==> src/hw/rab_bus_pkg.sv <==
/* Bus side definitions for the RAB configuration port: AXI-Lite widths,
   response codes and the internal write request into the slice table. */
`default_nettype none

package rab_bus_pkg;

  localparam int unsigned AXI_DATA_WIDTH = 64;
  localparam int unsigned AXI_ADDR_WIDTH = 32;
  localparam int unsigned AXI_STRB_WIDTH = AXI_DATA_WIDTH / 8;

  localparam logic [1:0] RESP_OKAY = 2'b00;

  // Index of a 64-bit slice word inside the 16 KiB L1 region
  localparam int unsigned CFG_IDX_WIDTH = 11;

  typedef logic [AXI_ADDR_WIDTH-1:0] axi_addr_t;
  typedef logic [AXI_DATA_WIDTH-1:0] axi_data_t;
  typedef logic [AXI_STRB_WIDTH-1:0] axi_strb_t;
  typedef logic [CFG_IDX_WIDTH-1:0]  cfg_idx_t;

  // One accepted write, valid for a single cycle
  typedef struct packed {
    logic      en;
    cfg_idx_t  idx;
    axi_data_t data;
    axi_strb_t strb;
  } cfg_wr_req_t;

endpackage

`default_nettype wire

==> src/hw/rab_cfg_pkg.sv <==
/* Configuration map of the RAB: address regions, slot kinds of the slice words,
   the three views of a stored word and the layout of a queued miss. */
`default_nettype none

package rab_cfg_pkg;

  localparam int unsigned WORD_BYTES = 8;
  localparam int unsigned WORD_LSB   = 3;  // Byte offset bits of a word address

  localparam logic [31:0] L1_REGION_SIZE = 32'h0000_4000;
  localparam logic [31:0] MISS_ADDR_REG  = 32'h0000_4000;
  localparam logic [31:0] MISS_ID_REG    = 32'h0000_4008;

  localparam int unsigned ADDR_WIDTH_VIRT_MAX = 32;
  localparam int unsigned ADDR_WIDTH_PHYS_MAX = 48;
  localparam int unsigned MISS_ID_WIDTH       = 10;

  localparam int unsigned MISS_EMPTY_BIT = 63;

  // Index bits 00 and 01 both hold a virtual address
  typedef enum logic [1:0] {
    SLOT_VIRT  = 2'b00,
    SLOT_PHYS  = 2'b10,
    SLOT_FLAGS = 2'b11
  } slot_kind_e;

  typedef struct packed {
    logic [63-ADDR_WIDTH_VIRT_MAX:0] pad;
    logic [ADDR_WIDTH_VIRT_MAX-1:0]  addr;
  } virt_view_t;

  typedef struct packed {
    logic [63-ADDR_WIDTH_PHYS_MAX:0] pad;
    logic [ADDR_WIDTH_PHYS_MAX-1:0]  addr;
  } phys_view_t;

  typedef struct packed {
    logic [55:0] pad;
    logic [7:0]  flags;
  } flags_view_t;

  // Same 64 bits, decoded according to the slot kind
  typedef union packed {
    virt_view_t  virt;
    phys_view_t  phys;
    flags_view_t flags;
  } cfg_word_u;

  typedef struct packed {
    logic [ADDR_WIDTH_VIRT_MAX-1:0] addr;
    logic [MISS_ID_WIDTH-1:0]       id;
  } miss_entry_t;

  function automatic slot_kind_e slot_kind_of(logic [1:0] idx_lsb);
    slot_kind_e kind;
    case (idx_lsb)
      2'b10:   kind = SLOT_PHYS;
      2'b11:   kind = SLOT_FLAGS;
      default: kind = SLOT_VIRT;
    endcase
    return kind;
  endfunction

endpackage

`default_nettype wire

==> src/hw/rab_fifo_ptr.sv <==
/* Pointer and occupancy bookkeeping for the miss queue. Pointers wrap
   naturally, so the depth must be a power of two. */
`timescale 1ns/1ps
`default_nettype none

module rab_fifo_ptr #(
  parameter int unsigned FIFO_DEPTH = 8
) (
  input  logic                          Clk_CI,
  input  logic                          Rst_RBI,
  input  logic                          push_i,
  input  logic                          pop_i,
  output logic [$clog2(FIFO_DEPTH)-1:0] wr_ptr_o,
  output logic [$clog2(FIFO_DEPTH)-1:0] rd_ptr_o,
  output logic                          full_o,
  output logic                          empty_o
);
  localparam int unsigned PTR_W = $clog2(FIFO_DEPTH);

  logic [PTR_W-1:0] wr_ptr_q;
  logic [PTR_W-1:0] rd_ptr_q;
  logic [PTR_W:0]   count_q;   // One bit wider to tell full from empty

  always_ff @(posedge Clk_CI or negedge Rst_RBI)
  begin
    if (!Rst_RBI)
    begin
      wr_ptr_q <= '0;
      rd_ptr_q <= '0;
      count_q  <= '0;
    end
    else
    begin
      if (push_i)
        wr_ptr_q <= wr_ptr_q + 1'b1;
      if (pop_i)
        rd_ptr_q <= rd_ptr_q + 1'b1;
      case ({push_i, pop_i})
        2'b10:   count_q <= count_q + 1'b1;
        2'b01:   count_q <= count_q - 1'b1;
        default: count_q <= count_q;  // Both or neither
      endcase
    end
  end

  assign wr_ptr_o = wr_ptr_q;
  assign rd_ptr_o = rd_ptr_q;
  assign full_o   = (count_q == (PTR_W+1)'(FIFO_DEPTH));
  assign empty_o  = (count_q == '0);

  a_no_overflow: assert property (@(posedge Clk_CI) disable iff (!Rst_RBI)
    push_i |-> !full_o)
    else $error("Miss pushed into a full queue");

  a_no_underflow: assert property (@(posedge Clk_CI) disable iff (!Rst_RBI)
    pop_i |-> !empty_o)
    else $error("Miss popped from an empty queue");

endmodule

`default_nettype wire

==> src/hw/rab_miss_fifo.sv <==
/* Queue of translation misses. Accepts entries by valid/ready and shows the
   oldest entry at its head until software pops it. */
`timescale 1ns/1ps
`default_nettype none

module rab_miss_fifo #(
  parameter int unsigned FIFO_DEPTH = 8
) (
  input  logic                     Clk_CI,
  input  logic                     Rst_RBI,
  input  logic                     miss_valid_i,
  input  rab_cfg_pkg::miss_entry_t miss_i,
  output logic                     miss_ready_o,
  input  logic                     pop_i,
  output rab_cfg_pkg::miss_entry_t head_o,
  output logic                     empty_o
);
  import rab_cfg_pkg::*;

  localparam int unsigned PTR_W = $clog2(FIFO_DEPTH);

  miss_entry_t      mem_q [FIFO_DEPTH];
  logic [PTR_W-1:0] wr_ptr;
  logic [PTR_W-1:0] rd_ptr;
  logic             full;
  logic             push;

  assign miss_ready_o = ~full;  // Source holds its miss while full
  assign push         = miss_valid_i & miss_ready_o;

  always_ff @(posedge Clk_CI)
  begin
    if (push)
      mem_q[wr_ptr] <= miss_i;
  end

  assign head_o = mem_q[rd_ptr];

  rab_fifo_ptr #(
    .FIFO_DEPTH (FIFO_DEPTH)
  ) i_fifo_ptr (
    .Clk_CI   (Clk_CI),
    .Rst_RBI  (Rst_RBI),
    .push_i   (push),
    .pop_i    (pop_i),
    .wr_ptr_o (wr_ptr),
    .rd_ptr_o (rd_ptr),
    .full_o   (full),
    .empty_o  (empty_o)
  );

endmodule

`default_nettype wire

==> src/hw/rab_cfg_regfile.sv <==
/* L1 slice table of the RAB. Applies strobed writes, trims each word to the
   bits its slot kind can hold and drives all words out in parallel. */
`timescale 1ns/1ps
`default_nettype none

module rab_cfg_regfile #(
  parameter int unsigned N_REGS          = 16,
  parameter int unsigned ADDR_WIDTH_VIRT = 32,
  parameter int unsigned ADDR_WIDTH_PHYS = 40,
  parameter int unsigned N_FLAGS         = 4
) (
  input  logic                                Clk_CI,
  input  logic                                Rst_RBI,
  input  rab_bus_pkg::cfg_wr_req_t            wr_req_i,
  input  rab_bus_pkg::cfg_idx_t               rd_idx_i,
  output rab_cfg_pkg::cfg_word_u              rd_word_o,
  output rab_cfg_pkg::cfg_word_u [N_REGS-1:0] l1_cfg_o
);
  import rab_bus_pkg::*;
  import rab_cfg_pkg::*;

  // Bits a slot of the given kind keeps
  function automatic cfg_word_u kind_mask(slot_kind_e kind);
    cfg_word_u m;
    m = '0;
    case (kind)
      SLOT_VIRT: m.virt.addr = ADDR_WIDTH_VIRT_MAX'((64'd1 << ADDR_WIDTH_VIRT) - 64'd1);
      SLOT_PHYS: m.phys.addr = ADDR_WIDTH_PHYS_MAX'((64'd1 << ADDR_WIDTH_PHYS) - 64'd1);
      default:   m.flags.flags = 8'((64'd1 << N_FLAGS) - 64'd1);
    endcase
    return m;
  endfunction

  for (genvar i = 0; i < N_REGS; i++)
  begin : g_word
    localparam cfg_word_u KEEP = kind_mask(slot_kind_of(2'(i % 4)));

    cfg_word_u word_q;
    cfg_word_u merged;

    // Byte lanes without strobe keep their old value
    always_comb
    begin
      merged = word_q;
      for (int b = 0; b < WORD_BYTES; b++)
      begin
        if (wr_req_i.strb[b])
          merged[8*b +: 8] = wr_req_i.data[8*b +: 8];
      end
    end

    always_ff @(posedge Clk_CI or negedge Rst_RBI)
    begin
      if (!Rst_RBI)
        word_q <= '0;
      else if (wr_req_i.en && (wr_req_i.idx == CFG_IDX_WIDTH'(i)))
        word_q <= merged & KEEP;
    end

    assign l1_cfg_o[i] = word_q;
  end

  assign rd_word_o = l1_cfg_o[rd_idx_i];  // Range checked by the controller

endmodule

`default_nettype wire

==> src/hw/rab_cfg_axi_ctrl.sv <==
/* AXI-Lite slave control for the RAB configuration port. Runs the write and
   read handshakes, issues slice table writes and selects the read data. */
`timescale 1ns/1ps
`default_nettype none

module rab_cfg_axi_ctrl #(
  parameter int unsigned N_REGS          = 16,
  parameter int unsigned ADDR_WIDTH_VIRT = 32
) (
  input  logic                     Clk_CI,
  input  logic                     Rst_RBI,
  // Write channels
  input  rab_bus_pkg::axi_addr_t   awaddr_i,
  input  logic                     awvalid_i,
  output logic                     awready_o,
  input  rab_bus_pkg::axi_data_t   wdata_i,
  input  rab_bus_pkg::axi_strb_t   wstrb_i,
  input  logic                     wvalid_i,
  output logic                     wready_o,
  output logic                     bvalid_o,
  output logic [1:0]               bresp_o,
  input  logic                     bready_i,
  // Read channels
  input  rab_bus_pkg::axi_addr_t   araddr_i,
  input  logic                     arvalid_i,
  output logic                     arready_o,
  output logic                     rvalid_o,
  output rab_bus_pkg::axi_data_t   rdata_o,
  output logic [1:0]               rresp_o,
  input  logic                     rready_i,
  // Slice table
  output rab_bus_pkg::cfg_wr_req_t wr_req_o,
  output rab_bus_pkg::cfg_idx_t    rd_idx_o,
  input  rab_cfg_pkg::cfg_word_u   rd_word_i,
  // Miss queue
  input  rab_cfg_pkg::miss_entry_t miss_head_i,
  input  logic                     miss_empty_i,
  output logic                     miss_pop_o
);
  import rab_bus_pkg::*;
  import rab_cfg_pkg::*;

  typedef enum logic [1:0] {W_IDLE, W_COLLECT, W_RESP} wr_state_e;
  typedef enum logic {R_IDLE, R_RESP} rd_state_e;

  wr_state_e wr_state_q;
  rd_state_e rd_state_q;
  logic      aw_held_q;
  logic      w_held_q;
  logic      ar_held_q;
  axi_addr_t aw_addr_q;
  axi_addr_t ar_addr_q;
  axi_data_t w_data_q;
  axi_strb_t w_strb_q;
  axi_data_t rdata_q;
  axi_data_t rdata_d;
  cfg_idx_t  wr_idx;
  logic      aw_hs;
  logic      w_hs;
  logic      b_hs;
  logic      ar_hs;
  logic      r_hs;
  logic      wr_fire;
  logic      rd_load;

  assign aw_hs   = awvalid_i & awready_o;
  assign w_hs    = wvalid_i & wready_o;
  assign b_hs    = bvalid_o & bready_i;
  assign ar_hs   = arvalid_i & arready_o;
  assign r_hs    = rvalid_o & rready_i;
  assign wr_fire = aw_held_q & w_held_q & (wr_state_q == W_COLLECT);  // Both halves in hand
  assign rd_load = ar_held_q & (rd_state_q == R_IDLE);

  assign awready_o = ~aw_held_q;
  assign wready_o  = ~w_held_q;
  assign bvalid_o  = (wr_state_q == W_RESP);
  assign bresp_o   = RESP_OKAY;    // Unmapped writes are dropped silently
  assign arready_o = ~ar_held_q;
  assign rvalid_o  = (rd_state_q == R_RESP);
  assign rresp_o   = RESP_OKAY;
  assign rdata_o   = rdata_q;

  assign wr_idx        = aw_addr_q[WORD_LSB +: CFG_IDX_WIDTH];
  assign wr_req_o.en   = wr_fire && (aw_addr_q < L1_REGION_SIZE) && (wr_idx < N_REGS);
  assign wr_req_o.idx  = wr_idx;
  assign wr_req_o.data = w_data_q;
  assign wr_req_o.strb = w_strb_q;

  assign rd_idx_o   = ar_addr_q[WORD_LSB +: CFG_IDX_WIDTH];
  // Only an ID read that returned an entry consumes the head
  assign miss_pop_o = r_hs & (ar_addr_q == MISS_ID_REG) & ~rdata_q[MISS_EMPTY_BIT];

  always_ff @(posedge Clk_CI or negedge Rst_RBI)
  begin
    if (!Rst_RBI)
    begin
      wr_state_q <= W_IDLE;
      aw_held_q  <= 1'b0;
      w_held_q   <= 1'b0;
    end
    else
    begin
      case (wr_state_q)
        W_IDLE, W_COLLECT:
        begin
          if (aw_hs)
            aw_held_q <= 1'b1;
          if (w_hs)
            w_held_q <= 1'b1;
          if (wr_fire)
            wr_state_q <= W_RESP;  // Table written at this edge
          else if (aw_hs || w_hs)
            wr_state_q <= W_COLLECT;
        end
        W_RESP:
        begin
          if (b_hs)
          begin
            wr_state_q <= W_IDLE;
            aw_held_q  <= 1'b0;
            w_held_q   <= 1'b0;
          end
        end
        default: wr_state_q <= W_IDLE;
      endcase
    end
  end

  always_ff @(posedge Clk_CI or negedge Rst_RBI)
  begin
    if (!Rst_RBI)
    begin
      rd_state_q <= R_IDLE;
      ar_held_q  <= 1'b0;
    end
    else if (rd_state_q == R_IDLE)
    begin
      if (ar_hs)
        ar_held_q <= 1'b1;
      if (rd_load)
        rd_state_q <= R_RESP;
    end
    else if (r_hs)
    begin
      rd_state_q <= R_IDLE;
      ar_held_q  <= 1'b0;
    end
  end

  // Payload registers
  always_ff @(posedge Clk_CI)
  begin
    if (aw_hs)
      aw_addr_q <= awaddr_i;
    if (w_hs)
    begin
      w_data_q <= wdata_i;
      w_strb_q <= wstrb_i;
    end
    if (ar_hs)
      ar_addr_q <= araddr_i;
    if (rd_load)
      rdata_q <= rdata_d;  // Frozen for the whole R beat
  end

  // Region decode of the held read address
  always_comb
  begin
    rdata_d = '0;
    if (ar_addr_q < L1_REGION_SIZE)
    begin
      if (rd_idx_o < N_REGS)
        rdata_d = rd_word_i;
    end
    else if (ar_addr_q == MISS_ADDR_REG)
    begin
      if (!miss_empty_i)
        rdata_d[ADDR_WIDTH_VIRT-1:0] = miss_head_i.addr[ADDR_WIDTH_VIRT-1:0];
      rdata_d[MISS_EMPTY_BIT] = miss_empty_i;
    end
    else if (ar_addr_q == MISS_ID_REG)
    begin
      if (!miss_empty_i)
        rdata_d[MISS_ID_WIDTH-1:0] = miss_head_i.id;
      rdata_d[MISS_EMPTY_BIT] = miss_empty_i;
    end
  end

  a_b_hold: assert property (@(posedge Clk_CI) disable iff (!Rst_RBI)
    bvalid_o && !bready_i |=> bvalid_o)
    else $error("B response withdrawn before its handshake");

  a_r_hold: assert property (@(posedge Clk_CI) disable iff (!Rst_RBI)
    rvalid_o && !rready_i |=> rvalid_o && $stable(rdata_o))
    else $error("R beat withdrawn or changed before its handshake");

endmodule

`default_nettype wire

==> src/hw/rab_cfg_top.sv <==
/* Configuration port of the RAB. Ties the AXI-Lite control, the L1 slice
   table and the miss queue together and sets their parameters. */
`timescale 1ns/1ps
`default_nettype none

module rab_cfg_top #(
  parameter int unsigned N_REGS          = 16,
  parameter int unsigned ADDR_WIDTH_VIRT = 32,
  parameter int unsigned ADDR_WIDTH_PHYS = 40,
  parameter int unsigned N_FLAGS         = 4,
  parameter int unsigned FIFO_DEPTH      = 8
) (
  input  logic                                Clk_CI,
  input  logic                                Rst_RBI,
  input  rab_bus_pkg::axi_addr_t              awaddr_i,
  input  logic                                awvalid_i,
  output logic                                awready_o,
  input  rab_bus_pkg::axi_data_t              wdata_i,
  input  rab_bus_pkg::axi_strb_t              wstrb_i,
  input  logic                                wvalid_i,
  output logic                                wready_o,
  output logic                                bvalid_o,
  output logic [1:0]                          bresp_o,
  input  logic                                bready_i,
  input  rab_bus_pkg::axi_addr_t              araddr_i,
  input  logic                                arvalid_i,
  output logic                                arready_o,
  output logic                                rvalid_o,
  output rab_bus_pkg::axi_data_t              rdata_o,
  output logic [1:0]                          rresp_o,
  input  logic                                rready_i,
  input  logic                                miss_valid_i,
  input  rab_cfg_pkg::miss_entry_t            miss_i,
  output logic                                miss_ready_o,
  output rab_cfg_pkg::cfg_word_u [N_REGS-1:0] l1_cfg_o
);
  import rab_bus_pkg::*;
  import rab_cfg_pkg::*;

  cfg_wr_req_t wr_req;
  cfg_idx_t    rd_idx;
  cfg_word_u   rd_word;
  miss_entry_t miss_head;
  logic        miss_empty;
  logic        miss_pop;

  rab_cfg_axi_ctrl #(
    .N_REGS          (N_REGS),
    .ADDR_WIDTH_VIRT (ADDR_WIDTH_VIRT)
  ) i_axi_ctrl (
    .Clk_CI       (Clk_CI),
    .Rst_RBI      (Rst_RBI),
    .awaddr_i     (awaddr_i),
    .awvalid_i    (awvalid_i),
    .awready_o    (awready_o),
    .wdata_i      (wdata_i),
    .wstrb_i      (wstrb_i),
    .wvalid_i     (wvalid_i),
    .wready_o     (wready_o),
    .bvalid_o     (bvalid_o),
    .bresp_o      (bresp_o),
    .bready_i     (bready_i),
    .araddr_i     (araddr_i),
    .arvalid_i    (arvalid_i),
    .arready_o    (arready_o),
    .rvalid_o     (rvalid_o),
    .rdata_o      (rdata_o),
    .rresp_o      (rresp_o),
    .rready_i     (rready_i),
    .wr_req_o     (wr_req),
    .rd_idx_o     (rd_idx),
    .rd_word_i    (rd_word),
    .miss_head_i  (miss_head),
    .miss_empty_i (miss_empty),
    .miss_pop_o   (miss_pop)
  );

  rab_cfg_regfile #(
    .N_REGS          (N_REGS),
    .ADDR_WIDTH_VIRT (ADDR_WIDTH_VIRT),
    .ADDR_WIDTH_PHYS (ADDR_WIDTH_PHYS),
    .N_FLAGS         (N_FLAGS)
  ) i_regfile (
    .Clk_CI    (Clk_CI),
    .Rst_RBI   (Rst_RBI),
    .wr_req_i  (wr_req),
    .rd_idx_i  (rd_idx),
    .rd_word_o (rd_word),
    .l1_cfg_o  (l1_cfg_o)
  );

  rab_miss_fifo #(
    .FIFO_DEPTH (FIFO_DEPTH)
  ) i_miss_fifo (
    .Clk_CI       (Clk_CI),
    .Rst_RBI      (Rst_RBI),
    .miss_valid_i (miss_valid_i),
    .miss_i       (miss_i),
    .miss_ready_o (miss_ready_o),
    .pop_i        (miss_pop),
    .head_o       (miss_head),
    .empty_o      (miss_empty)
  );

endmodule

`default_nettype wire

==> config.mk <==
export PLATFORM = sky130hd
export DESIGN_NAME = rab_cfg_top
export DESIGN_NICKNAME = d
export VERILOG_FILES = /design/src/hw/rab_bus_pkg.sv /design/src/hw/rab_cfg_pkg.sv /design/src/hw/rab_fifo_ptr.sv /design/src/hw/rab_miss_fifo.sv /design/src/hw/rab_cfg_regfile.sv /design/src/hw/rab_cfg_axi_ctrl.sv /design/src/hw/rab_cfg_top.sv
export SDC_FILE = /design/constraint.sdc
export NUM_CORES = 1
export LEC_CHECK = 0
export BUFFER_PORTS_ARGS = -buffer_cell sky130_fd_sc_hd__buf_2
export CORE_AREA = 3 3 496 498
export CTS_CLUSTER_SIZE = 28
export DETAILED_ROUTE_END_ITERATION = 7
export DIE_AREA = 0 0 499 501
export GPL_ROUTABILITY_DRIVEN = 0
export PLACE_DENSITY = 0.45
export SLEW_MARGIN = 25
export SYNTH_ARGS = -nofsm -noshare
export SYNTH_HDL_FRONTEND = slang
export SYNTH_HIERARCHICAL = 1
export SYNTH_SLANG_ARGS = --single-unit
==> constraint.sdc <==
create_clock -name Clk_CI -period 10.73 [get_ports Clk_CI]
set_input_delay 2.146 -clock Clk_CI [delete_from_list [all_inputs] [get_ports Clk_CI]]
set_output_delay 2.146 -clock Clk_CI [all_outputs]
set_load 0.005 [all_outputs]
==> run summary, run 1 <==
Layout fillers -> 25800
transition time of the tightest slew-check pin -> 1060 ps
initial standard-cell utilization of the core -> 18.4%
# port buffers -> 657
Reg2Reg Depth -> 8
clock transition time at the flip-flop clock pins of the worst setup and hold paths -> 60 ps
worst-case vdd ir drop -> 0.130 mV
count of standard-cell rows -> 181
overall die height -> 501 um
detailed placement HPWL -> 133000 um
total count of hold-check failures in the final report -> 0
startpoint types -> flip-flop
hold-fix buffer count after cts -> 0
ordered list of cells on the worst path -> nor4b_1 -> inv_1 -> buf_2
non-filler instance count after layout -> 6876
Die Area -> 250000 sq um
Hold EP -> i_miss_fifo/i_fifo_ptr/count_q[3]$_DFFE_PN0P_
final period demand of the worst path -> 4740 ps
deepest level of the CTS H-tree -> 3
cts bufs inserted -> 115
CTS Sinks -> 954
Crit. End Element -> output pin
combinational group share of total power -> 10.6%
net switching power -> 2.60 mW
warnings from Yosys -> 6
data arrival time of the worst path -> 2590 ps
worst max-slew margin expressed relative to the limit -> 28.8%
register-to-register path setup slack -> 6390 ps
total track usage -> 13.8%
fraction of final layout cells with drive strength greater than 1 -> 45.3%
clock network latency to the later pin of the worst-skew pair -> 770 ps
Int Pwr -> 6.82 mW
setup TNS -> 0 ps
Hold Startpoint -> i_miss_fifo/i_fifo_ptr/count_q[3]$_DFFE_PN0P_
leakage power summed over all cells -> 22.9 nW
wire length reported by the detailed router -> 178000 um
number of global-route vias before repair -> 26000
Worst EP required -> 8580 ps
proportion of power drawn by the clock network -> 41.9%
DR vias -> 25300
cell depth of the worst min-delay path -> 1
buffer levels on the longest clock path -> 3
final-report setup violation count -> 0
startpoint of the lowest-slack register-to-register path -> i_axi_ctrl/ar_addr_q[5]$_DFFE_PP_
Ports -> 1284
number of setup buffers added after CTS -> 0
largest clock skew in the final design -> 57.2 ps
number of cells upsized or downsized after cts -> 0
pin count of the biggest net entering global routing -> 148
Largest stage delay, worst path -> 870 ps
sum of overflow across all layers after global routing -> 0
first drt pass iteration count -> 5
Setup CP Type -> reg2out
Synth Area per Inst -> 15.5 sq um
synthesized netlist cell count -> 2870
worst hold-check slack -> 497 ps
RSZ-0062 raised after global routing -> false
library cell used as clock root buffer -> clkbuf_16
wire length of the first global-routing pass -> 236000 um
sequential cell fraction of total power -> 47.5%
reported max-cap violation count -> 0
number of nets with antenna violations after routing -> 0
dpl cells -> 6627
clock tree from TritonCTS -> built
Tightest Hold Check Type -> reg2reg
netlist area before placement -> 44600 sq um
Max Transition Viols Final -> 0
final net count -> 3735
run status -> complete, no violations
mean routed wirelength per cell -> 25.8 um
Via-to-Cell Ratio -> 3.68
R2R Path End -> i_axi_ctrl/rdata_o[22]$_DFFE_PP_
drt initial violations -> 1522
Crit Path Max Fanout -> 6
switching share of power -> 27.6%
DIE WIDTH -> 499 um
antenna violations before repair -> 46
Power Density -> 177 nW/um^2
total core area -> 243000 sq um
Max Clock Freq -> 211 MHz
area added between synthesis and finish -> 19.4%
share of the clock period used by the worst path -> 44.1%
slowest CP cell -> nor4b_1
count of unresolved DRC violations after routing -> 0
-- worst max path at each step --
stage | cells after the start | from | end | slack [ps]
final | 3 | i_miss_fifo/i_fifo_ptr/count_q[2]$_DFFE_PN0P_ | miss_ready_o | 5990
after global placement | 8 | i_axi_ctrl/ar_addr_q[5]$_DFFE_PP_ | i_axi_ctrl/rdata_o[22]$_DFFE_PP_ | 6250
after CTS | 3 | i_miss_fifo/i_fifo_ptr/count_q[2]$_DFFE_PN0P_ | miss_ready_o | 6080
after global routing | 3 | i_miss_fifo/i_fifo_ptr/count_q[2]$_DFFE_PN0P_ | miss_ready_o | 5970
after detailed placement | 8 | i_axi_ctrl/ar_addr_q[5]$_DFFE_PP_ | i_axi_ctrl/rdata_o[22]$_DFFE_PP_ | 6230
after floorplan | 2 | miss_valid_i | i_miss_fifo/mem_q[0][0]$_DFFE_PP_ | 4730
-- power groups by stage --
stage / combinational [mW] / sequential (mW) / clock, mW
6_report: 0.996 / 4.48 / 3.95
3_5_place_dp: 1.03 / 4.55 / 0
5_1_grt: 1.10 / 4.51 / 4.24
4_1_cts: 1.03 / 4.48 / 4.09
3_3_place_gp: 1.03 / 4.54 / 0
2_1_floorplan: 0.695 / 4.45 / 0
-- critical path: cells and delay by family (launching register included) --
family	cells	cell delay, ps
AND/OR/NAND/NOR	1	870
flip-flops	1	450
buffers and inverters	2	550
-- state kept, by name (all words and copies together) (netlist names) --
register,count
i_axi_ctrl/w_strb_q,5
i_miss_fifo/mem_q,336
i_miss_fifo/i_fifo_ptr/wr_ptr_o,3
i_axi_ctrl/aw_addr_q,29
i_axi_ctrl/wr_state_q,2
i_axi_ctrl/rvalid_o,1
i_miss_fifo/i_fifo_ptr/rd_ptr_o,3
i_axi_ctrl/w_held_q,1
i_axi_ctrl/w_data_q,40
i_axi_ctrl/ar_held_q,1
i_axi_ctrl/rdata_o,64
i_miss_fifo/i_fifo_ptr/count_q,4
i_regfile/g_word.word_q,432
i_axi_ctrl/aw_held_q,1
i_axi_ctrl/ar_addr_q,32
-- placed cells by master (no fill, tap or decap), drive strengths merged, types with 3 or more instances in the layout --
master / instances
xnor2: 3
a21oi: 9
edfxtp: 506
xor2: 6
mux2i: 8
a22oi: 30
nor4: 19
dfrtp: 448
bufinv: 11
conb: 620
clkinv: 56
and2: 13
mux2: 487
and2b: 3
nand3: 8
inv: 16
nor2: 46
nand2: 151
nand4: 38
mux4: 188
diode: 27
clkinvlp: 3
nor2b: 11
nor3: 44
nand2b: 4
buf: 707
nor4b: 4
and4b: 3
a211oi: 36
nand4b: 3
nand3b: 3
clkbuf: 141
ha: 5
-- cell type report --
cell class                      instances  area [sq um]  share of cell area, %
Antenna cell                           27          67.6                  0.127
Clock buffer                          141          3010                   5.65
Clock inverter                         79           823                   1.55
Inverter                                7          26.3                 0.0494
Multi-Input combinational cell       1759         15200                   28.5
Sequential cell                       954         26400                   49.6
Tap cell                             3202          4010                   7.53
Timing Repair Buffer                  707          3710                   6.98
-- metrics by stage --
stage                     worst slack, ps  util (%)  power (mW)  area, sq um
after global routing                 5970      21.9        9.86        53200
after global placement               6250      20.3        5.57        49300
final                                5990      21.9        9.42        53200
after detailed placement             6230      20.3        5.59        49300
after floorplan                      4730         -        5.15        46900
after CTS                            6080      21.9        9.61        53100
-- routing by layer --
metal,wire length [um],vias to the layer above,global-route usage (%),share of wire [%]
met3,17200,165,5.69,9.7
met2,84800,927,22.4,48
met4,3230,14,2.88,1.8
met5,93,-,0,0.052
met1,72400,13400,17.0,41
li1,-,10800,-,-
No activity file was read; power rests on OpenSTA's default activity.
==> inputs of run 2 (changes only) <==
Clock period 10.73 ns to 4.4 ns, I/O delays scaled along.
==> run 2 against run 1 <==
Effect of this change:
- sequential power up 140%
- wire length grew 0.46%
- core utilization rose by 0.058 points
- global-route usage is essentially flat
- worst hold slack got worse by 430 ps
- clock power up 140%
- largest power group unchanged
==> run summary, run 2 (same netlist as run 1, synthesis figures left out) <==
run status -> complete, no violations
final period demand of the worst path -> 3580 ps
hold-fix buffer count after cts -> 0
worst hold-check slack -> 65.8 ps
final-report setup violation count -> 0
pin count of the biggest net entering global routing -> 104
startpoint types -> flip-flop
CTS Sinks -> 954
Ports -> 1284
wire length of the first global-routing pass -> 236000 um
data arrival time of the worst path -> 4200 ps
number of global-route vias before repair -> 25500
startpoint of the lowest-slack register-to-register path -> i_axi_ctrl/aw_addr_q[11]$_DFFE_PP_
critical path startpoint -> i_axi_ctrl/aw_addr_q[11]$_DFFE_PP_
register with the highest flop count -> i_regfile/g_word.word_q
library cell used as clock root buffer -> clkbuf_16
Crit Path Max Fanout -> 9
Reg2Reg Depth -> 9
combinational group share of total power -> 11.2%
Crit. End Element -> flip-flop
buffer levels on the longest clock path -> 3
most common library cell in the layout ignoring fill and taps -> buf_2
count of unresolved DRC violations after routing -> 0
sequential cell fraction of total power -> 48.0%
worst max-slew margin expressed relative to the limit -> 32.5%
R2R Path End -> i_regfile/g_word[10].word_q[24]$_DFFE_PN0P_
Max Transition Viols Final -> 0
Largest stage delay, worst path -> 680 ps
detailed placement HPWL -> 134000 um
total core area -> 243000 sq um
transition time of the tightest slew-check pin -> 1010 ps
clock network latency to the later pin of the worst-skew pair -> 780 ps
deepest level of the CTS H-tree -> 3
ordered list of cells on the worst path -> nor4_1 -> nand4_1 -> nor2_1 -> nor4b_4 -> buf_4 -> nand2_2 -> nor2_2 -> buf_4 -> mux2_2
net switching power -> 6.34 mW
fraction of final layout cells with drive strength greater than 1 -> 45.6%
RSZ-0062 raised after global routing -> false
Final Worst Setup Slack -> 815 ps
mean routed wirelength per cell -> 26.0 um
drt initial violations -> 1699
Worst EP required -> 5010 ps
proportion of power drawn by the clock network -> 40.9%
initial standard-cell utilization of the core -> 18.4%
share of the clock period used by the worst path -> 81.5%
reported max-cap violation count -> 0
final net count -> 3756
number of nets with antenna violations after routing -> 0
number of setup buffers added after CTS -> 0
Layout fillers -> 25800
Max Clock Freq -> 279 MHz
critical path's most frequent cell -> buf_4
area added between synthesis and finish -> 19.7%
sum of overflow across all layers after global routing -> 0
clock tree from TritonCTS -> built
worst-case vdd ir drop -> 0.375 mV
switching share of power -> 27.8%
instance area after placement -> 49700 sq um
overall die height -> 501 um
highest-count cells in the layout ignoring fill and taps -> buf_2, conb_1, edfxtp_1
total count of hold-check failures in the final report -> 0
cts bufs inserted -> 112
# port buffers -> 657
total track usage -> 13.8%
Tightest Hold Check Type -> in2async
count of standard-cell rows -> 181
setup TNS -> 0 ps
Die Area -> 250000 sq um
Via-to-Cell Ratio -> 3.70
number of cells upsized or downsized after cts -> 0
Setup CP Type -> reg2reg
Power Density -> 427 nW/um^2
leakage power summed over all cells -> 23.0 nW
register-to-register path setup slack -> 820 ps
largest clock skew in the final design -> 58.2 ps
Int Pwr -> 16.5 mW
DR vias -> 25400
antenna violations before repair -> 50
wire length reported by the detailed router -> 179000 um
final total power -> 22.8 mW
area of all placed cells without fillers -> 53400 sq um
worst slack at placement -> 847 ps
DIE WIDTH -> 499 um
clock transition time at the flip-flop clock pins of the worst setup and hold paths -> 60 ps
first drt pass iteration count -> 5
flip-flop count of the largest register after layout -> 432
slowest CP cell -> nor2_2
[run 2: cell count changes in the layout (fill, tap and decap cells not counted), moves of 3 or more]
cell,delta
bufinv_16,-3
clkbuf_16,-4
diode_2,-9
buf_12,+15
clkbuf_8,+6
clkbuf_1,+7
buf_4,+8
clkinv_1,-15
[run 2: layer usage]
layer	vias to the layer above	wire length (um)	track usage (%)
met2	970	84700	22.3
met4	24	2950	2.65
met5	-	155	0
met1	13500	73100	17.2
met3	171	17600	5.68
li1	10800	-	-
[run 2: layout make-up]
class	instances	area, sq um	area share (%)
sequential	954	26400	49.5
multi-input combinational	1759	15200	28.4
timing repair buffer	731	4090	7.67
tap	3202	4010	7.51
clock buffer	150	3020	5.65
clock inverter	55	614	1.15
antenna	18	45.0	0.0844
inverter	7	26.3	0.0492
[run 2: worst max-delay path by stage]
| stage | endpoint | cells after the start |
|---|---|---|
| 4_1_cts | i_regfile/g_word[10].word_q[24]$_DFFE_PN0P_ | 9 |
| 5_1_grt | i_regfile/g_word[10].word_q[28]$_DFFE_PN0P_ | 9 |
| 6_report | i_regfile/g_word[10].word_q[24]$_DFFE_PN0P_ | 9 |
| 3_3_place_gp | i_axi_ctrl/rdata_o[1]$_DFFE_PP_ | 6 |
| 2_1_floorplan | i_miss_fifo/mem_q[1][0]$_DFFE_PP_ | 2 |
| 3_5_place_dp | i_regfile/g_word[10].word_q[31]$_DFFE_PN0P_ | 9 |
[run 2: critical path, delay by kind of cell (launching register included)]
family | cells | cell delay [ps]
AND/OR/NAND/NOR | 6 | 2080
buffers and inverters | 2 | 570
flip-flops | 1 | 440
multiplexers | 1 | 330
[run 2: power by group through the flow]
stage          Combinational, mW  Clock (mW)  Sequential [mW]
4_1_cts                     2.63        9.66             10.9
3_5_place_dp                2.62           0             11.1
6_report                    2.55        9.31             10.9
2_1_floorplan               1.70           0             10.9
5_1_grt                     2.78        9.97             11.0
3_3_place_gp                2.60           0             11.1
[run 2: metrics by stage]
stage	util, %	std cells
floorplan	-	3488
global placement	20.5	6651
detailed placement	20.5	6653
CTS	22.0	6858
global route	22.0	6860
finish	22.0	6876
